File: src/hw/fcore_isa_pkg.sv
// ~~~~~~~~~~~~~~~~~~~~~~~~~~~~~~~~~~~~~~~~~~~~~~~~~~~~~~~~~~~~~~~~~~~~
// Instruction set definitions for the bit-manipulation slice
// Opcode enum, register index type and the instruction word union
// with its register form and immediate form
// ~~~~~~~~~~~~~~~~~~~~~~~~~~~~~~~~~~~~~~~~~~~~~~~~~~~~~~~~~~~~~~~~~~~~

package fcore_isa_pkg;

    // Field widths of the 32-bit instruction word
    localparam int REG_ADDR_W = 4;
    localparam int IMM_W = 24;

    // Opcodes share the encoding used by the rest of the core
    typedef enum logic [3:0] {
        OP_NOP    = 4'h0,
        OP_LDI    = 4'h1,
        OP_POPCNT = 4'h3,
        OP_BEXT   = 4'h5,
        OP_BINS   = 4'h7
    } op_e;

    typedef logic [REG_ADDR_W-1:0] reg_addr_t;

    // Register form with destination and up to three source registers
    typedef struct packed {
        op_e         opcode;
        reg_addr_t   rd;
        reg_addr_t   ra;
        reg_addr_t   rb;
        reg_addr_t   rc;
        logic [11:0] pad;
    } instr_reg_t;

    // Immediate form, the immediate is zero-extended to the data width
    typedef struct packed {
        op_e              opcode;
        reg_addr_t        rd;
        logic [IMM_W-1:0] imm;
    } instr_imm_t;

    // Opcode and rd sit at the same bit positions in both forms
    typedef union packed {
        instr_reg_t r;
        instr_imm_t i;
    } instr_u;

endpackage

File: src/hw/fcore_dp_pkg.sv
// ~~~~~~~~~~~~~~~~~~~~~~~~~~~~~~~~~~~~~~~~~~~~~~~~~~~~~~~~~~~~~~~~~~~~
// Datapath definitions for the bit-manipulation slice
// Data width and the request and result bundles exchanged between
// the decoder, the execution pipelines and the register writeback
// ~~~~~~~~~~~~~~~~~~~~~~~~~~~~~~~~~~~~~~~~~~~~~~~~~~~~~~~~~~~~~~~~~~~~

package fcore_dp_pkg;

    // Width of every register and every result
    localparam int DATA_WIDTH = 32;

    // Operation bundle built by the decoder in the issue cycle
    // Operands are already read from the register file
    typedef struct packed {
        logic                    valid;
        fcore_isa_pkg::op_e      op;
        fcore_isa_pkg::reg_addr_t dest;
        logic [DATA_WIDTH-1:0]   operand_a;
        logic [DATA_WIDTH-1:0]   operand_b;
        logic [DATA_WIDTH-1:0]   operand_c;
    } exec_req_t;

    // Result bundle of a pipeline
    // A pipeline drives all zeros when its result is not valid so that
    // results of several pipelines can be merged with a plain OR
    typedef struct packed {
        logic                     valid;
        fcore_isa_pkg::reg_addr_t dest;
        logic [DATA_WIDTH-1:0]    data;
    } exec_res_t;

endpackage

File: src/hw/bitfield_pipe.sv
// ~~~~~~~~~~~~~~~~~~~~~~~~~~~~~~~~~~~~~~~~~~~~~~~~~~~~~~~~~~~~~~~~~~~~
// Bit field pipeline
// Single bit extract and insert, plus the load-immediate pass-through
// ~~~~~~~~~~~~~~~~~~~~~~~~~~~~~~~~~~~~~~~~~~~~~~~~~~~~~~~~~~~~~~~~~~~~

`timescale 1ns/10ps

module bitfield_pipe (
    input  logic                    clock,
    input  logic                    rst_n,
    input  fcore_dp_pkg::exec_req_t req,
    output fcore_dp_pkg::exec_res_t result
);

    import fcore_isa_pkg::*;
    import fcore_dp_pkg::*;

    localparam int IDX_W = $clog2(DATA_WIDTH);

    logic                  s1_valid;
    op_e                   s1_op;
    reg_addr_t             s1_dest;
    logic [DATA_WIDTH-1:0] s1_value;
    logic [IDX_W-1:0]      s1_index;
    logic                  s1_bit;

    logic                  s2_valid;
    reg_addr_t             s2_dest;
    logic [DATA_WIDTH-1:0] s2_data;
    logic [DATA_WIDTH-1:0] s2_next;

    always_ff @(posedge clock or negedge rst_n) begin
        if (!rst_n) begin
            s1_valid <= 1'b0;
            s2_valid <= 1'b0;
        end else begin
            s1_valid <= req.valid;
            s2_valid <= s1_valid;
        end
    end

    // Only the low bits of operand_b select the bit position
    always_ff @(posedge clock) begin
        s1_op    <= req.op;
        s1_dest  <= req.dest;
        s1_value <= req.operand_a;
        s1_index <= req.operand_b[IDX_W-1:0];
        s1_bit   <= req.operand_c[0];
        s2_dest  <= s1_dest;
        s2_data  <= s2_next;
    end

    always_comb begin
        s2_next = '0;
        case (s1_op)
            OP_BEXT: s2_next[0] = s1_value[s1_index];
            OP_BINS: begin
                s2_next = s1_value;
                s2_next[s1_index] = s1_bit;
            end
            OP_LDI:  s2_next = s1_value;
            default: s2_next = '0;
        endcase
    end

    always_comb begin
        result = '0;
        if (s2_valid) begin
            result.valid = 1'b1;
            result.dest  = s2_dest;
            result.data  = s2_data;
        end
    end

    // Steering in the unit must keep other opcodes out of this pipe
    assert property (@(posedge clock) disable iff (!rst_n)
        s1_valid |-> (s1_op inside {OP_BEXT, OP_BINS, OP_LDI}))
    else $error("bit field pipe got unsupported opcode %0h", s1_op);

endmodule

File: src/hw/bitmanip_core.sv
// ~~~~~~~~~~~~~~~~~~~~~~~~~~~~~~~~~~~~~~~~~~~~~~~~~~~~~~~~~~~~~~~~~~~~
// Top level of the bit-manipulation slice
// Connects decoder, register file and execution unit and routes the
// merged result to the writeback port and to the output
// ~~~~~~~~~~~~~~~~~~~~~~~~~~~~~~~~~~~~~~~~~~~~~~~~~~~~~~~~~~~~~~~~~~~~

`timescale 1ns/10ps

module bitmanip_core #(
    parameter int REG_COUNT = 16
) (
    input  logic                    clock,
    input  logic                    rst_n,
    input  logic                    instr_valid,
    input  fcore_isa_pkg::instr_u   instr,
    output fcore_dp_pkg::exec_res_t result
);

    import fcore_isa_pkg::*;
    import fcore_dp_pkg::*;

    reg_addr_t             rd_addr_a;
    reg_addr_t             rd_addr_b;
    reg_addr_t             rd_addr_c;
    logic [DATA_WIDTH-1:0] rd_data_a;
    logic [DATA_WIDTH-1:0] rd_data_b;
    logic [DATA_WIDTH-1:0] rd_data_c;
    exec_req_t             exec_req;

    instr_decoder instr_decoder_inst (
        .instr_valid (instr_valid),
        .instr       (instr),
        .rd_addr_a   (rd_addr_a),
        .rd_addr_b   (rd_addr_b),
        .rd_addr_c   (rd_addr_c),
        .rd_data_a   (rd_data_a),
        .rd_data_b   (rd_data_b),
        .rd_data_c   (rd_data_c),
        .req         (exec_req)
    );

    // Writeback uses the same bundle that leaves the top level
    register_file #(
        .REG_COUNT (REG_COUNT)
    ) register_file_inst (
        .clock     (clock),
        .rst_n     (rst_n),
        .rd_addr_a (rd_addr_a),
        .rd_addr_b (rd_addr_b),
        .rd_addr_c (rd_addr_c),
        .rd_data_a (rd_data_a),
        .rd_data_b (rd_data_b),
        .rd_data_c (rd_data_c),
        .wr        (result)
    );

    bitmanip_unit bitmanip_unit_inst (
        .clock  (clock),
        .rst_n  (rst_n),
        .req    (exec_req),
        .result (result)
    );

endmodule

File: src/hw/bitmanip_unit.sv
// ~~~~~~~~~~~~~~~~~~~~~~~~~~~~~~~~~~~~~~~~~~~~~~~~~~~~~~~~~~~~~~~~~~~~
// Bit manipulation execution unit
// Steers each request to the population count pipeline or the bit
// field pipeline and merges the two equally timed results
// ~~~~~~~~~~~~~~~~~~~~~~~~~~~~~~~~~~~~~~~~~~~~~~~~~~~~~~~~~~~~~~~~~~~~

`timescale 1ns/10ps

module bitmanip_unit (
    input  logic                    clock,
    input  logic                    rst_n,
    input  fcore_dp_pkg::exec_req_t req,
    output fcore_dp_pkg::exec_res_t result
);

    import fcore_isa_pkg::*;
    import fcore_dp_pkg::*;

    exec_req_t popcount_req;
    exec_req_t bitfield_req;
    exec_res_t popcount_res;
    exec_res_t bitfield_res;

    // Both pipes see the full request, only one of them sees it valid
    always_comb begin
        popcount_req       = req;
        bitfield_req       = req;
        popcount_req.valid = req.valid && (req.op == OP_POPCNT);
        bitfield_req.valid = req.valid && (req.op inside {OP_BEXT, OP_BINS, OP_LDI});
    end

    popcount_pipe popcount_pipe_inst (
        .clock  (clock),
        .rst_n  (rst_n),
        .req    (popcount_req),
        .result (popcount_res)
    );

    bitfield_pipe bitfield_pipe_inst (
        .clock  (clock),
        .rst_n  (rst_n),
        .req    (bitfield_req),
        .result (bitfield_res)
    );

    // Same latency in both pipes, so at most one result per cycle
    // An idle pipe drives zeros and the OR picks the active one
    assign result = exec_res_t'(popcount_res | bitfield_res);

    assert property (@(posedge clock) disable iff (!rst_n)
        !(popcount_res.valid && bitfield_res.valid))
    else $error("both pipelines produced a result in the same cycle");

endmodule

File: src/hw/instr_decoder.sv
// ~~~~~~~~~~~~~~~~~~~~~~~~~~~~~~~~~~~~~~~~~~~~~~~~~~~~~~~~~~~~~~~~~~~~
// Instruction decoder
// Turns the instruction strobe into register file read addresses
// and an operation bundle for the execution unit
// ~~~~~~~~~~~~~~~~~~~~~~~~~~~~~~~~~~~~~~~~~~~~~~~~~~~~~~~~~~~~~~~~~~~~

`timescale 1ns/10ps

module instr_decoder (
    input  logic                                instr_valid,
    input  fcore_isa_pkg::instr_u               instr,
    output fcore_isa_pkg::reg_addr_t            rd_addr_a,
    output fcore_isa_pkg::reg_addr_t            rd_addr_b,
    output fcore_isa_pkg::reg_addr_t            rd_addr_c,
    input  logic [fcore_dp_pkg::DATA_WIDTH-1:0] rd_data_a,
    input  logic [fcore_dp_pkg::DATA_WIDTH-1:0] rd_data_b,
    input  logic [fcore_dp_pkg::DATA_WIDTH-1:0] rd_data_c,
    output fcore_dp_pkg::exec_req_t             req
);

    import fcore_isa_pkg::*;
    import fcore_dp_pkg::*;

    // Source registers always come from the register form
    // For an immediate instruction the read data is simply ignored
    assign rd_addr_a = instr.r.ra;
    assign rd_addr_b = instr.r.rb;
    assign rd_addr_c = instr.r.rc;

    always_comb begin
        req.valid     = 1'b0;
        req.op        = OP_NOP;
        req.dest      = instr.r.rd;
        req.operand_a = rd_data_a;
        req.operand_b = rd_data_b;
        req.operand_c = rd_data_c;

        case (instr.r.opcode)
            OP_LDI: begin
                req.valid     = instr_valid;
                req.op        = OP_LDI;
                req.operand_a = DATA_WIDTH'(instr.i.imm);
                req.operand_b = '0;
                req.operand_c = '0;
            end
            OP_POPCNT, OP_BEXT, OP_BINS: begin
                req.valid = instr_valid;
                req.op    = instr.r.opcode;
            end
            // NOP and any unknown opcode leave no trace in the pipelines
            default: begin
                req.valid = 1'b0;
                req.op    = OP_NOP;
            end
        endcase
    end

endmodule

File: src/hw/popcount_pipe.sv
// ~~~~~~~~~~~~~~~~~~~~~~~~~~~~~~~~~~~~~~~~~~~~~~~~~~~~~~~~~~~~~~~~~~~~
// Population count pipeline
// Stage 1 counts the set bits of each half-word, stage 2 adds the
// two partial counts into the result
// ~~~~~~~~~~~~~~~~~~~~~~~~~~~~~~~~~~~~~~~~~~~~~~~~~~~~~~~~~~~~~~~~~~~~

`timescale 1ns/10ps

module popcount_pipe (
    input  logic                    clock,
    input  logic                    rst_n,
    input  fcore_dp_pkg::exec_req_t req,
    output fcore_dp_pkg::exec_res_t result
);

    import fcore_isa_pkg::*;
    import fcore_dp_pkg::*;

    localparam int HALF_W = DATA_WIDTH / 2;

    logic       s1_valid;
    reg_addr_t  s1_dest;
    logic [5:0] s1_count_lo;
    logic [5:0] s1_count_hi;

    logic                  s2_valid;
    reg_addr_t             s2_dest;
    logic [DATA_WIDTH-1:0] s2_data;

    function automatic logic [5:0] count_half(input logic [HALF_W-1:0] word);
        logic [5:0] count;
        count = '0;
        for (int i = 0; i < HALF_W; i++) begin
            count = count + 6'(word[i]);
        end
        return count;
    endfunction

    // Valid state, the unit has already qualified req.valid by opcode
    always_ff @(posedge clock or negedge rst_n) begin
        if (!rst_n) begin
            s1_valid <= 1'b0;
            s2_valid <= 1'b0;
        end else begin
            s1_valid <= req.valid;
            s2_valid <= s1_valid;
        end
    end

    always_ff @(posedge clock) begin
        s1_dest     <= req.dest;
        s1_count_lo <= count_half(req.operand_a[HALF_W-1:0]);
        s1_count_hi <= count_half(req.operand_a[DATA_WIDTH-1:HALF_W]);
        s2_dest     <= s1_dest;
        s2_data     <= DATA_WIDTH'(7'(s1_count_lo) + 7'(s1_count_hi));
    end

    // Idle output is all zeros so the unit can OR the two pipelines
    always_comb begin
        result = '0;
        if (s2_valid) begin
            result.valid = 1'b1;
            result.dest  = s2_dest;
            result.data  = s2_data;
        end
    end

endmodule

File: src/hw/register_file.sv
// ~~~~~~~~~~~~~~~~~~~~~~~~~~~~~~~~~~~~~~~~~~~~~~~~~~~~~~~~~~~~~~~~~~~~
// Register file
// Three combinational read ports and one synchronous write port fed
// by the execution unit result
// ~~~~~~~~~~~~~~~~~~~~~~~~~~~~~~~~~~~~~~~~~~~~~~~~~~~~~~~~~~~~~~~~~~~~

`timescale 1ns/10ps

module register_file #(
    parameter int REG_COUNT = 16
) (
    input  logic                                clock,
    input  logic                                rst_n,
    input  fcore_isa_pkg::reg_addr_t            rd_addr_a,
    input  fcore_isa_pkg::reg_addr_t            rd_addr_b,
    input  fcore_isa_pkg::reg_addr_t            rd_addr_c,
    output logic [fcore_dp_pkg::DATA_WIDTH-1:0] rd_data_a,
    output logic [fcore_dp_pkg::DATA_WIDTH-1:0] rd_data_b,
    output logic [fcore_dp_pkg::DATA_WIDTH-1:0] rd_data_c,
    input  fcore_dp_pkg::exec_res_t             wr
);

    import fcore_isa_pkg::*;
    import fcore_dp_pkg::*;

    logic [DATA_WIDTH-1:0] regs [REG_COUNT];

    // Addresses past the implemented registers read as zero
    always_comb begin
        rd_data_a = (int'(rd_addr_a) < REG_COUNT) ? regs[rd_addr_a] : '0;
        rd_data_b = (int'(rd_addr_b) < REG_COUNT) ? regs[rd_addr_b] : '0;
        rd_data_c = (int'(rd_addr_c) < REG_COUNT) ? regs[rd_addr_c] : '0;
    end

    // Reads see the old value during the cycle in which a write happens
    always_ff @(posedge clock or negedge rst_n) begin
        if (!rst_n) begin
            for (int i = 0; i < REG_COUNT; i++) begin
                regs[i] <= '0;
            end
        end else if (wr.valid && (int'(wr.dest) < REG_COUNT)) begin
            regs[wr.dest] <= wr.data;
        end
    end

    // The issuer must never target a register that is not implemented
    assert property (@(posedge clock) disable iff (!rst_n)
        wr.valid |-> (int'(wr.dest) < REG_COUNT))
    else $error("register write to index %0d beyond %0d registers", wr.dest, REG_COUNT);

endmodule

File: config.mk
export PLATFORM = sky130hd
export DESIGN_NAME = bitmanip_core
export DESIGN_NICKNAME = d
export VERILOG_FILES = /design/src/hw/fcore_isa_pkg.sv /design/src/hw/fcore_dp_pkg.sv /design/src/hw/bitfield_pipe.sv /design/src/hw/bitmanip_core.sv /design/src/hw/bitmanip_unit.sv /design/src/hw/instr_decoder.sv /design/src/hw/popcount_pipe.sv /design/src/hw/register_file.sv
export SDC_FILE = /design/constraint.sdc
export NUM_CORES = 1
export LEC_CHECK = 0
export ABC_CLOCK_PERIOD_IN_PS = 8000
export BUFFER_PORTS_ARGS = -buffer_cell sky130_fd_sc_hd__buf_2
export CORE_UTILIZATION = 50
export DETAILED_ROUTE_END_ITERATION = 8
export GPL_TIMING_DRIVEN = 0
export PLACE_DENSITY = 0.66
export SLEW_MARGIN = 20
export SYNTH_ARGS = -nofsm -noshare
export SYNTH_HDL_FRONTEND = slang
export SYNTH_SLANG_ARGS = --single-unit
File: constraint.sdc
create_clock -name clock -period 8 [get_ports clock]
set_input_delay 1.6 -clock clock [delete_from_list [all_inputs] [get_ports clock]]
set_output_delay 1.6 -clock clock [all_outputs]
set_load 0.1 [all_outputs]
## After elaboration in Yosys (flattened, before gate mapping)

Index checks and enable logic that the tools add are counted.

| storage, ports and cells | value |
|---|---|
| flip-flop bits (word level) | 617 |
| bits in read-only memories | 0 |
| RAM bits | 0 |
| memories kept | 0 |
| latch bits | 0 |
| output and inout port bits | 37 |

| cells by class | value |
|---|---|
| shift operators | 0 |
| equal/unequal tests | 11 |
| reduce and logical (&&, ||, !) cells | 6 |
| $mul | 0 |
| magnitude comparators | 7 |
| bitwise gates (word level) | 5 |
| add/sub/neg operators | 31 |
| div/mod/pow operators | 0 |
| multiplexer cells | 23 |

Operators by type and width:

| operator | count |
|---|---|
| $bwmux W512 | 1 |
| $bmux W32 S4 | 3 |
| $mux W32 | 7 |
| $demux W32 S4 | 1 |
| $add A6 B1 Y6 | 20 |
| $mux W96 | 1 |
| $mux W37 | 2 |
| $pmux W31 S2 | 1 |
| $or A37 B37 Y37 | 1 |
| $bwmux W32 | 1 |
| $eq A4 B3 Y1 const B | 6 |
| $ge A5 B5 Y1 const B | 4 |
| $not A4 Y5 | 4 |
| $add A5 B1 Y6 | 2 |
| $eq A4 B1 Y1 const B | 3 |
| $add A4 B1 Y5 | 2 |
| $pmux W5 S2 | 1 |
| $add A3 B1 Y4 | 2 |
| $eq A4 B2 Y1 const B | 2 |
| $add A6 B6 Y7 | 1 |
| $add A2 B1 Y3 | 2 |
| $lt A5 B6 Y1 const B | 1 |
| $bmux W1 S5 | 1 |
| $demux W1 S5 | 1 |
| 8 further kinds | 13 |

## Logic depth before layout (Yosys ltp)

Gate-level depths: netlist of the first run.

| logic depth | value |
|---|---|
| word-level depth | 20 |
| depth in mapped cells | 19 |

## Cells and area by module

From an unflattened synthesis of the first run, not the netlist that was laid out.

| second synthesis, totals | value |
|---|---|
| cells, all modules | 2579 |
| area, all modules | 36157.2 um^2 |

By module, submodules not included:

| module | area each (um^2) | times used | cells each | sequential area each (um^2) |
|---|---|---|---|---|
| register_file | 30167.7 | 1 | 1946 | 12812.3 |
| bitfield_pipe | 2996.6 | 1 | 293 | 1691.6 |
| popcount_pipe | 1744.2 | 1 | 170 | 530.5 |
| instr_decoder | 975.9 | 1 | 129 | 0.0 |
| bitmanip_unit | 272.8 | 1 | 41 | 0.0 |

## Worst setup path before layout of the first run

No wires, ideal clock.

| timing | value |
|---|---|
| path type | input to register |
| start point | input port instr[20] (netlist name) |
| end point | register bitmanip_unit_inst.popcount_pipe_inst.s1_count_hi[4] |
| stages on the path | 15 |
| path buffers | 2 |
| slack | 2.073 ns |
| data arrival time | 5.812 ns |
| setup time | 0.115 ns |
| path through | buf_4 buf_4 mux4_2 mux2i_1 nor2_1 a211oi_1 fa_1 fa_1 inv_1 fa_1 fa_1 ha_1 fa_1 a21oi_1 nor2b_1 |

| between the ends | value |
|---|---|
| cells in the longest elaborated chain, start to end | 20 |

RTL lines:

| element | RTL line | RTL |
|---|---|---|
| from (decl) | bitmanip_core.sv:15 | `input fcore_isa_pkg::instr_u instr,` |
| $not A4 Y5 (implied by the code) | register_file.sv:30 | `rd_data_a = (int'(rd_addr_a) < REG_COUNT) ? regs[rd_addr_a] : '0;` |
| $bmux W32 S4 | register_file.sv:30 |  |
| $mux W32 (implied by the code) (2 in series) | register_file.sv:30 |  |
| $mux W96 * | instr_decoder.sv:38 | `case (instr.r.opcode)` |
| $add A1 B1 Y2 | popcount_pipe.sv:34 | `count = count + 6'(word[i]);` |
| $add A2 B1 Y3 | popcount_pipe.sv:34 |  |
| $add A3 B1 Y4 | popcount_pipe.sv:34 |  |
| $add A4 B1 Y5 | popcount_pipe.sv:34 |  |
| $add A5 B1 Y6 | popcount_pipe.sv:34 |  |
| $add A6 B1 Y6 (9 in series) | popcount_pipe.sv:34 |  |
| $add A6 B1 Y6 * | popcount_pipe.sv:34 |  |
| to (signal assigned) | popcount_pipe.sv:53 | `s1_count_hi <= count_half(req.operand_a[DATA_WIDTH-1:HALF_W]);` |
| to (decl) | popcount_pipe.sv:24 | `logic [5:0] s1_count_hi;` |

Mark *: on every way between the ends. The rest lies on a longest branch, timed or not. The select of a mux whose other input is x is not followed.
A chain may end at the register's enable or synchronous reset.

==> results_tabular.tex, run 1 <==
\begin{tabular}{lr}
\hline
Metric & Value \\
\hline
\multicolumn{2}{l}{\textbf{Clock network}} \\
\quad Worst-case clock buffer depth & 3 \\
\quad Clock root buffer & clkbuf\_16 \\
\quad Clock-pin slew on the worst setup and hold paths & 0.05 ns \\
\quad Clock latency reported for the late side of the worst-skew pair & 0.63 ns \\
\quad Post-CTS Hold Fix Bufs & 0 \\
\quad CTS-repair resized insts & 0 \\
\quad Number of levels the H-tree was split into & 3 \\
\quad TritonCTS clock tree & done \\
\quad Setup Fix Bufs, Post-CTS & 0 \\
\quad Number of clock sinks & 614 \\
\quad Total clock buffers created by CTS & 66 \\
\multicolumn{2}{l}{\textbf{Worst setup path}} \\
\quad Start of the worst register-to-register path & register\_file\_inst.regs[153] \\
\quad Endpoint required time on the critical path & 8.55 ns \\
\quad Terminus of the critical flop-to-flop path & bitmanip\_unit\_inst.popcount\_pipe\_inst.s1\_count\_hi[2] \\
\quad Crit end category & flip-flop \\
\quad Critical Path Start & instr[21] \\
\quad Sort of element at the start of the critical path & input pin \\
\quad CP Max Fanout & 10 \\
\quad Category of the critical setup timing path & in -> reg \\
\quad Setup slack, reg-to-reg & 2.79 ns \\
\quad R2R depth & 12 \\
\quad CP Data Arrival Time & 7.38 ns \\
\multicolumn{2}{l}{\textbf{Detailed routing}} \\
\quad DRC violation total after the first TritonRoute iteration & 3035 \\
\quad Number of nets with antenna violations after detailed routing & 0 \\
\quad Via count & 22000 \\
\quad DRC viols & 0 \\
\quad Post-detailed-route wirelength per cell & 28.3 um \\
\quad Router iterations before antenna repair & 6 \\
\quad Total Routed Length & 97400 um \\
\quad Via density per instance & 6.41 \\
\multicolumn{2}{l}{\textbf{Layout}} \\
\quad Final-stage net count & 2761 \\
\quad Finished Layout Cells & 3435 \\
\quad Leading cell type in the layout, fill and taps excluded & nand2\_1 \\
\quad Fraction of final layout cells sized beyond drive strength 1 & 16.5\% \\
\quad Synthesis-to-finish area growth & 12.8\% \\
\quad Highest-count cells in the layout ignoring fill and taps & nand2\_1, o21ai\_0, dfrtp\_1 \\
\multicolumn{2}{l}{\textbf{Power}} \\
\quad Maximum ir drop on the vdd rail & 155 uV \\
\quad Leak & 13.9 nW \\
\quad Power per cell area & 219 nW/um\^{}2 \\
\quad Power consumption & 6.81 mW \\
\multicolumn{2}{l}{\textbf{Synth}} \\
\quad Total nets after synthesis & 2619 \\
\quad Synthesized instance count & 2548 \\
\quad Prevailing post-synth register cell & dfrtp\_1 \\
\quad Fraction of post-synthesis cell area in the top cell type by area & 46.8\% \\
\quad Cell variety after synth & 58 \\
\quad Synthesis Warnings & 0 \\
\quad Fraction of synthesis flops using an asynchronous set or reset pin & 84.0\% \\
\quad Count of state elements after synthesis & 614 \\
\quad Part of the Yosys area used for sequential elements & 53.9\% \\
\quad EDFF count, synth & 0 \\
\quad Netlist Area Pre-Place & 27600 sq um \\
\quad Largest area contributor in the synthesized netlist & dfrtp\_1 \\
\quad Post-synthesis average cell area & 10.8 sq um \\
\quad Largest cells by area after synthesis & dfrtp\_1, mux4\_2, o21ai\_0, nand2\_1, dfxtp\_1 \\
\multicolumn{2}{l}{\textbf{Placement}} \\
\quad HPWL Detailed & 67900 um \\
\quad DP Cell Count & 3315 \\
\quad Buffers added on ports & 65 \\
\quad Routability Congestion & 0.957 \\
\multicolumn{2}{l}{\textbf{Floorplan}} \\
\quad Horizontal extent of the die & 237 um \\
\quad Floorplan die height & 237 um \\
\quad Total number of placement rows & 85 \\
\quad Top Ports & 72 \\
\quad Initial core utilization & 51.0\% \\
\quad Die area & 56100 sq um \\
\quad Core area & 54100 sq um \\
\multicolumn{2}{l}{\textbf{Worst hold path}} \\
\quad Hold path startpoint & bitmanip\_unit\_inst.popcount\_pipe\_inst.s1\_dest[3] \\
\quad Tightest Hold Check Type & reg -> reg \\
\quad Sink of the worst hold path & bitmanip\_unit\_inst.popcount\_pipe\_inst.s2\_dest[3] \\
\quad Worst Hold Path Cells & 0 \\
\multicolumn{2}{l}{\textbf{Timing}} \\
\quad Worst Max-Slew Pin Slew & 1.23 ns \\
\quad Achievable frequency & 146 MHz \\
\quad Setup clock skew after layout & 0.0372 ns \\
\quad Final-report hold violation count & 0 \\
\quad Hold slack final & 0.325 ns \\
\quad Unrepaired setup endpoints after global routing & false \\
\quad Tcrit/Tclk final & 85.4\% \\
\quad Min cycle time layout & 6.83 ns \\
\quad Number of pins exceeding their max-slew limit in the final report & 0 \\
\quad Max\_slew headroom & 17.8\% \\
\quad Final setup violation count & 0 \\
\multicolumn{2}{l}{\textbf{GRT}} \\
\quad GRT Overall Usage & 35.4\% \\
\quad Total congestion overflow after global routing & 0 \\
\quad First-pass GRT wire length & 143000 um \\
\quad Vias in the first global route & 21800 \\
\quad Maximum number of pins on one net before global-route repair & 99 \\
\quad Initial antenna violation count & 1 \\
\multicolumn{2}{l}{\textbf{Flow run}} \\
\quad Max Cap Violations & 0 \\
\multicolumn{2}{l}{\textbf{Outcome}} \\
\quad Outcome & complete, no violations \\
\hline
\end{tabular}
[sequential cells by signal, indices dropped and copies added, names as in the netlist, 4 cells and up]
| signal | cells |
|---|---|
| bitmanip_unit_inst.bitfield_pipe_inst.s1_index | 5 |
| bitmanip_unit_inst.bitfield_pipe_inst.s1_op | 4 |
| bitmanip_unit_inst.bitfield_pipe_inst.s1_value | 32 |
| bitmanip_unit_inst.bitfield_pipe_inst.s2_data | 32 |
| bitmanip_unit_inst.popcount_pipe_inst.s1_count_hi | 5 |
| bitmanip_unit_inst.popcount_pipe_inst.s1_count_lo | 5 |
| bitmanip_unit_inst.popcount_pipe_inst.s1_dest | 4 |
| bitmanip_unit_inst.popcount_pipe_inst.s2_data | 6 |
| bitmanip_unit_inst.popcount_pipe_inst.s2_dest | 4 |
| register_file_inst.regs | 512 |
[cells by family after synthesis]
| kind of cell | Yosys count | synth area share [%] |
|---|---|---|
| other cells | 1 | 0.0136 |
| compound gates | 693 | 13.2 |
| xor+xnor | 7 | 0.222 |
| simple gates | 681 | 10.1 |
| flops | 614 | 53.9 |
| fa+ha+maj | 36 | 2.20 |
| buf+inv | 281 | 4.43 |
| mux | 235 | 15.9 |
[metal layers]
layer / up-vias / GRT usage, % / part of all wire [%]
met5: - / 0 / 0.013
met1: 11200 / 47.1 / 38
met2: 1369 / 51.9 / 44
met3: 283 / 12.7 / 12
li1: 9163 / - / -
met4: 2 / 16.3 / 5.4
[metrics by stage]
step | setup TNS, ns | util [%] | setup WS [ns] | cell area [sq um]
2_1_floorplan | 0 | - | 2.07 | 27600
3_3_place_gp | -2429.13 | 53.2 | -4.81 | 28800
3_5_place_dp | 0 | 53.5 | 0.771 | 29000
4_1_cts | 0 | 57.5 | 1.36 | 31100
5_1_grt | 0 | 57.5 | 1.10 | 31100
6_report | 0 | 57.5 | 1.17 | 31100
[synthesized netlist by cell type, drive strengths merged (2+ instances only)]
cell type and instances:
or3 4, buf 98, nor2b 6, nor2 27, nand3 14, o221a 3, inv 65, ha 15
nand3b 4, a21o 6, nand4b 5, clkbuf 118, o21ai 588, nand4 3, a211oi 4, and2 13
mux4 159, fa 21, o221ai 4, mux2 21, nand2b 9, dfrtp 516, nor3b 3, or2 14
nand2 566, a21oi 48, o22ai 13, nor3 4, dfxtp 98, mux2i 55, xnor2 6, o211ai 5
a22oi 6, a211o 4, or3b 4, and3 2, o211a 5
[area by class of cell]
class	instances	area [sq um]
diodes	1	2.50
plain buffers	216	983
clock buffers	96	1940
clock inverters	20	225
fillers	4621	23000
inverters	65	244
multi-input cells	1653	11500
flip-flops and latches	614	14900
well taps	696	871
repair buffers	74	507
[how the worst max path moves through the flow]
stage                                                           endpoint
floorplan           bitmanip_unit_inst.popcount_pipe_inst.s1_count_hi[4]
global placement                            register_file_inst.regs[348]
detailed placement  bitmanip_unit_inst.popcount_pipe_inst.s1_count_lo[4]
CTS                 bitmanip_unit_inst.popcount_pipe_inst.s1_count_lo[4]
global route        bitmanip_unit_inst.popcount_pipe_inst.s1_count_lo[4]
finish              bitmanip_unit_inst.popcount_pipe_inst.s1_count_lo[4]
[power breakdown]
group	total [mW]	switching (mW)	internal (mW)	leakage (nW)
logic	0.538	0.351	0.187	4.79
registers	3.19	0.0293	3.16	8.01
clock network	3.08	1.30	1.79	1.06
total	6.81	1.68	5.13	13.9
[worst max-delay path, stage by stage]
cell      delay (ns)
buf_2           0.19
buf_2           0.48
clkbuf_1        0.96
mux4_2          0.44
mux2i_1         0.49
a21oi_1         0.23
fa_1            0.53
fa_1            0.49
inv_1           0.05
fa_1            0.49
fa_1            0.42
inv_1           0.08
ha_1            0.16
inv_1           0.06
fa_1            0.45
nor2b_1         0.13
o21a_1          0.11
(Power assumes the default switching activity.)
==> run 2: changes to the inputs <==
- CELL_PAD_IN_SITES_DETAIL_PLACEMENT: default -> 1
- CELL_PAD_IN_SITES_GLOBAL_PLACEMENT: default -> 1
- PLACE_DENSITY: 0.66 -> default
- PLACE_DENSITY_LB_ADDON: default -> 0.1
==> results_tabular.tex, run 2 (synthesis gave the netlist of run 1 again) <==
\begin{tabular}{lr}
\hline
Metric & Value \\
\hline
\multicolumn{2}{l}{\textbf{Clock network}} \\
\quad Setup Fix Bufs, Post-CTS & 0 (unchanged) \\
\quad Number of levels the H-tree was split into & 3 (unchanged) \\
\quad Number of clock sinks & 614 (unchanged) \\
\quad Post-CTS Hold Fix Bufs & 0 (unchanged) \\
\quad Clock-pin slew on the worst setup and hold paths & 0.06 ns (about the same) \\
\quad Clock latency reported for the late side of the worst-skew pair & 0.63 ns (about the same) \\
\quad Total clock buffers created by CTS & 68 (+3.0\%) \\
\quad TritonCTS clock tree & done \\
\quad CTS-repair resized insts & 0 (unchanged) \\
\quad Worst-case clock buffer depth & 3 (unchanged) \\
\quad Clock root buffer & clkbuf\_16 \\
\multicolumn{2}{l}{\textbf{Timing}} \\
\quad Unrepaired setup endpoints after global routing & false \\
\quad Max\_slew headroom & 17.8\% (-0.021 points) \\
\quad Achievable frequency & 146 MHz (about the same) \\
\quad Worst Max-Slew Pin Slew & 1.23 ns (-0.00231 ns) \\
\quad Tcrit/Tclk final & 85.5\% (about the same) \\
\quad Setup TNS after final layout & 0 ns (unchanged) \\
\quad Setup clock skew after layout & 0.0188 ns (-0.0184 ns) \\
\quad Min cycle time layout & 6.84 ns (+0.00183 ns) \\
\quad Final-report hold violation count & 0 (unchanged) \\
\quad Final setup violation count & 0 (unchanged) \\
\quad Number of pins exceeding their max-slew limit in the final report & 0 (unchanged) \\
\multicolumn{2}{l}{\textbf{Worst setup path}} \\
\quad Critical Path Slowest Stage Cell & clkbuf\_1 \\
\quad CP Max Fanout & 10 (unchanged) \\
\quad CP Data Arrival Time & 7.40 ns (+0.02 ns) \\
\quad Sort of element at the start of the critical path & input pin \\
\quad Cell type with the highest occurrence count on the critical path & fa\_1 \\
\quad Endpoint required time on the critical path & 8.57 ns (+0.02 ns) \\
\quad Count of cell instances traversed by the critical path & 17 (unchanged) \\
\quad Crit end category & flip-flop \\
\quad Slowest cell delay on critical path & 0.74 ns (-0.22 ns) \\
\quad Combined buffer and inverter count along the critical path & 6 (unchanged) \\
\quad Cells along the critical path & buf\_2 -> buf\_2 -> clkbuf\_1 -> mux4\_2 -> mux2i\_1 -> a21oi\_1 -> fa\_1 -> fa\_1 -> inv\_1 -> fa\_1 -> fa\_1 -> inv\_1 -> ha\_1 -> inv\_1 -> fa\_1 -> nor2b\_1 -> o21a\_1 \\
\quad R2R depth & 12 (unchanged) \\
\quad Category of the critical setup timing path & in -> reg \\
\quad Delay-heaviest family, CP & adder cells \\
\multicolumn{2}{l}{\textbf{GRT}} \\
\quad Maximum number of pins on one net before global-route repair & 101 (+2.0\%) \\
\quad GRT Overall Usage & 39.8\% (+4.4 points) \\
\quad Total congestion overflow after global routing & 0 (unchanged) \\
\quad Initial antenna violation count & 6 (+5) \\
\quad First-pass GRT wire length & 160000 um (+12\%) \\
\quad Vias in the first global route & 23500 (+7.8\%) \\
\multicolumn{2}{l}{\textbf{Flow run}} \\
\quad Max Cap Violations & 0 (unchanged) \\
\multicolumn{2}{l}{\textbf{Placement}} \\
\quad HPWL Detailed & 76400 um (+13\%) \\
\quad Placement Cell Area & 29000 sq um (about the same) \\
\quad Routability Congestion & 0.968 (+1.1\%) \\
\quad Buffers added on ports & 65 (unchanged) \\
\multicolumn{2}{l}{\textbf{Floorplan}} \\
\quad Top Ports & 72 (unchanged) \\
\quad Initial core utilization & 51.0\% (unchanged) \\
\quad Total number of placement rows & 85 (unchanged) \\
\quad Horizontal extent of the die & 237 um (unchanged) \\
\quad Die area & 56100 sq um (unchanged) \\
\quad Core area & 54100 sq um (unchanged) \\
\quad Floorplan die height & 237 um (unchanged) \\
\multicolumn{2}{l}{\textbf{Layout}} \\
\quad Final-stage net count & 2763 (+0.072\%) \\
\quad Design Area, Final & 31300 sq um (+0.50\%) \\
\quad Fraction of final layout cells sized beyond drive strength 1 & 16.8\% (+0.23 points) \\
\quad Antenna Cells & 0 (-1) \\
\quad Leading cell type in the layout, fill and taps excluded & nand2\_1 \\
\quad Highest-count cells in the layout ignoring fill and taps & nand2\_1, o21ai\_0, dfrtp\_1 \\
\quad Post-Route Utilization & 57.8\% (+0.29 points) \\
\quad Registers with the most flip-flops & register\_file\_inst.regs: 512 flops, bitmanip\_unit\_inst.bitfield\_pipe\_inst.s1\_value: 32 flops, bitmanip\_unit\_inst.bitfield\_pipe\_inst.s2\_data: 32 flops \\
\quad Largest register by flop count & register\_file\_inst.regs \\
\quad Number of flip-flops under the largest register name & 512 (unchanged) \\
\quad Synthesis-to-finish area growth & 13.4\% \\
\quad Layout fillers & 5738 (+24\%) \\
\multicolumn{2}{l}{\textbf{Worst hold path}} \\
\quad Tightest Hold Check Type & reg -> reg \\
\quad Worst Hold Path Cells & 0 (unchanged) \\
\multicolumn{2}{l}{\textbf{Outcome}} \\
\quad Outcome & complete, no violations \\
\multicolumn{2}{l}{\textbf{Detailed routing}} \\
\quad DRC viols & 0 (unchanged) \\
\quad DRC violation total after the first TritonRoute iteration & 2781 (-8.4\%) \\
\quad Post-detailed-route wirelength per cell & 31.7 um (+12\%) \\
\quad Via density per instance & 6.59 (+2.8\%) \\
\quad Via count & 22700 (+3.1\%) \\
\quad Total Routed Length & 109000 um (+12\%) \\
\quad Router iterations before antenna repair & 5 (-1) \\
\quad Number of nets with antenna violations after detailed routing & 0 (unchanged) \\
\multicolumn{2}{l}{\textbf{Power}} \\
\quad Maximum ir drop on the vdd rail & 169 uV (+9.0\%) \\
\quad Power consumption & 7.04 mW (+3.4\%) \\
\quad Power per cell area & 225 nW/um\^{}2 (+2.9\%) \\
\quad Leak & 13.9 nW (+0.61\%) \\
\hline
\end{tabular}
-- run 2: cell count changes in the layout (fill, tap and decap cells not counted) --
cell | before | now
bufinv_16 | 3 | 6
clkinvlp_4 | 2 | 1
clkinv_8 | 2 | 1
diode_2 | 1 | 0
clkbuf_16 | 67 | 70
clkbuf_4 | 1 | 2
inv_16 | 1 | 0
clkbuf_2 | 2 | 4
buf_6 | 8 | 7
buf_2 | 128 | 127
inv_6 | 2 | 4
clkbuf_1 | 130 | 132
clkinv_2 | 10 | 12
-- run 2: cell type report --
| class | count | area [sq um] | share of cell area (%) |
|---|---|---|---|
| Tap cell | 696 | 871 | 2.78 |
| Buffer | 216 | 985 | 3.15 |
| Clock buffer | 102 | 2020 | 6.46 |
| Sequential cell | 614 | 14900 | 47.5 |
| Multi-Input combinational cell | 1653 | 11500 | 36.7 |
| Clock inverter | 24 | 299 | 0.955 |
| Timing Repair Buffer | 74 | 503 | 1.61 |
| Inverter | 65 | 244 | 0.780 |
-- run 2: per-stage QoR --
stage / hold slack, ns / setup WS (ns) / instances
floorplan: 0.310 / 2.07 / 2548
global placement: 0.311 / -5.11 / 3309
detailed placement: 0.315 / 0.556 / 3315
CTS: 0.328 / 1.21 / 3441
global route: 0.335 / 1.10 / 3444
finish: 0.327 / 1.16 / 3444
-- run 2: metal layers --
| metal | global-route usage [%] | vias up | part of all wire [%] |
|---|---|---|---|
| met2 | 60.9 | 1208 | 46 |
| met5 | 0 | - | 0.042 |
| li1 | - | 9158 | - |
| met3 | 7.82 | 304 | 8.7 |
| met1 | 55.4 | 12000 | 41 |
| met4 | 17.9 | 6 | 4.9 |
-- run 2: worst register-to-register path, delay by kind of cell, from the launching register on --
family	cells	cell delay, ns
and+or+nand+nor	1	0.25
buffers and inverters	1	0.06
DFF	1	0.39
muxes	2	0.84
AOI/OAI and AO/OA	1	0.58
adders and majority gates	6	2.58
xor gates and xnor gates	1	0.32
-- run 2: final timing paths --
| kind | startpoint | endpoint | slack (ns) |
|---|---|---|---|
| min in group asynchronous | rst_n | register_file_inst.regs[230] | 0.96 |
| min reg2reg | bitmanip_unit_inst.popcount_pipe_inst.s1_dest[0] | bitmanip_unit_inst.popcount_pipe_inst.s2_dest[0] | 0.33 |
| max | instr[21] | bitmanip_unit_inst.popcount_pipe_inst.s1_count_lo[4] | 1.16 |
| max reg2reg | register_file_inst.regs[251] | bitmanip_unit_inst.popcount_pipe_inst.s1_count_hi[2] | 2.86 |
| max in group asynchronous | rst_n | register_file_inst.regs[215] | 5.67 |
| min | bitmanip_unit_inst.popcount_pipe_inst.s1_dest[0] | bitmanip_unit_inst.popcount_pipe_inst.s2_dest[0] | 0.33 |
-- run 2: power by group --
| part | switching (mW) | leakage, nW | internal, mW |
|---|---|---|---|
| sequential | 0.0316 | 8.01 | 3.16 |
| combinational | 0.365 | 4.79 | 0.188 |
| clock | 1.35 | 1.15 | 1.95 |
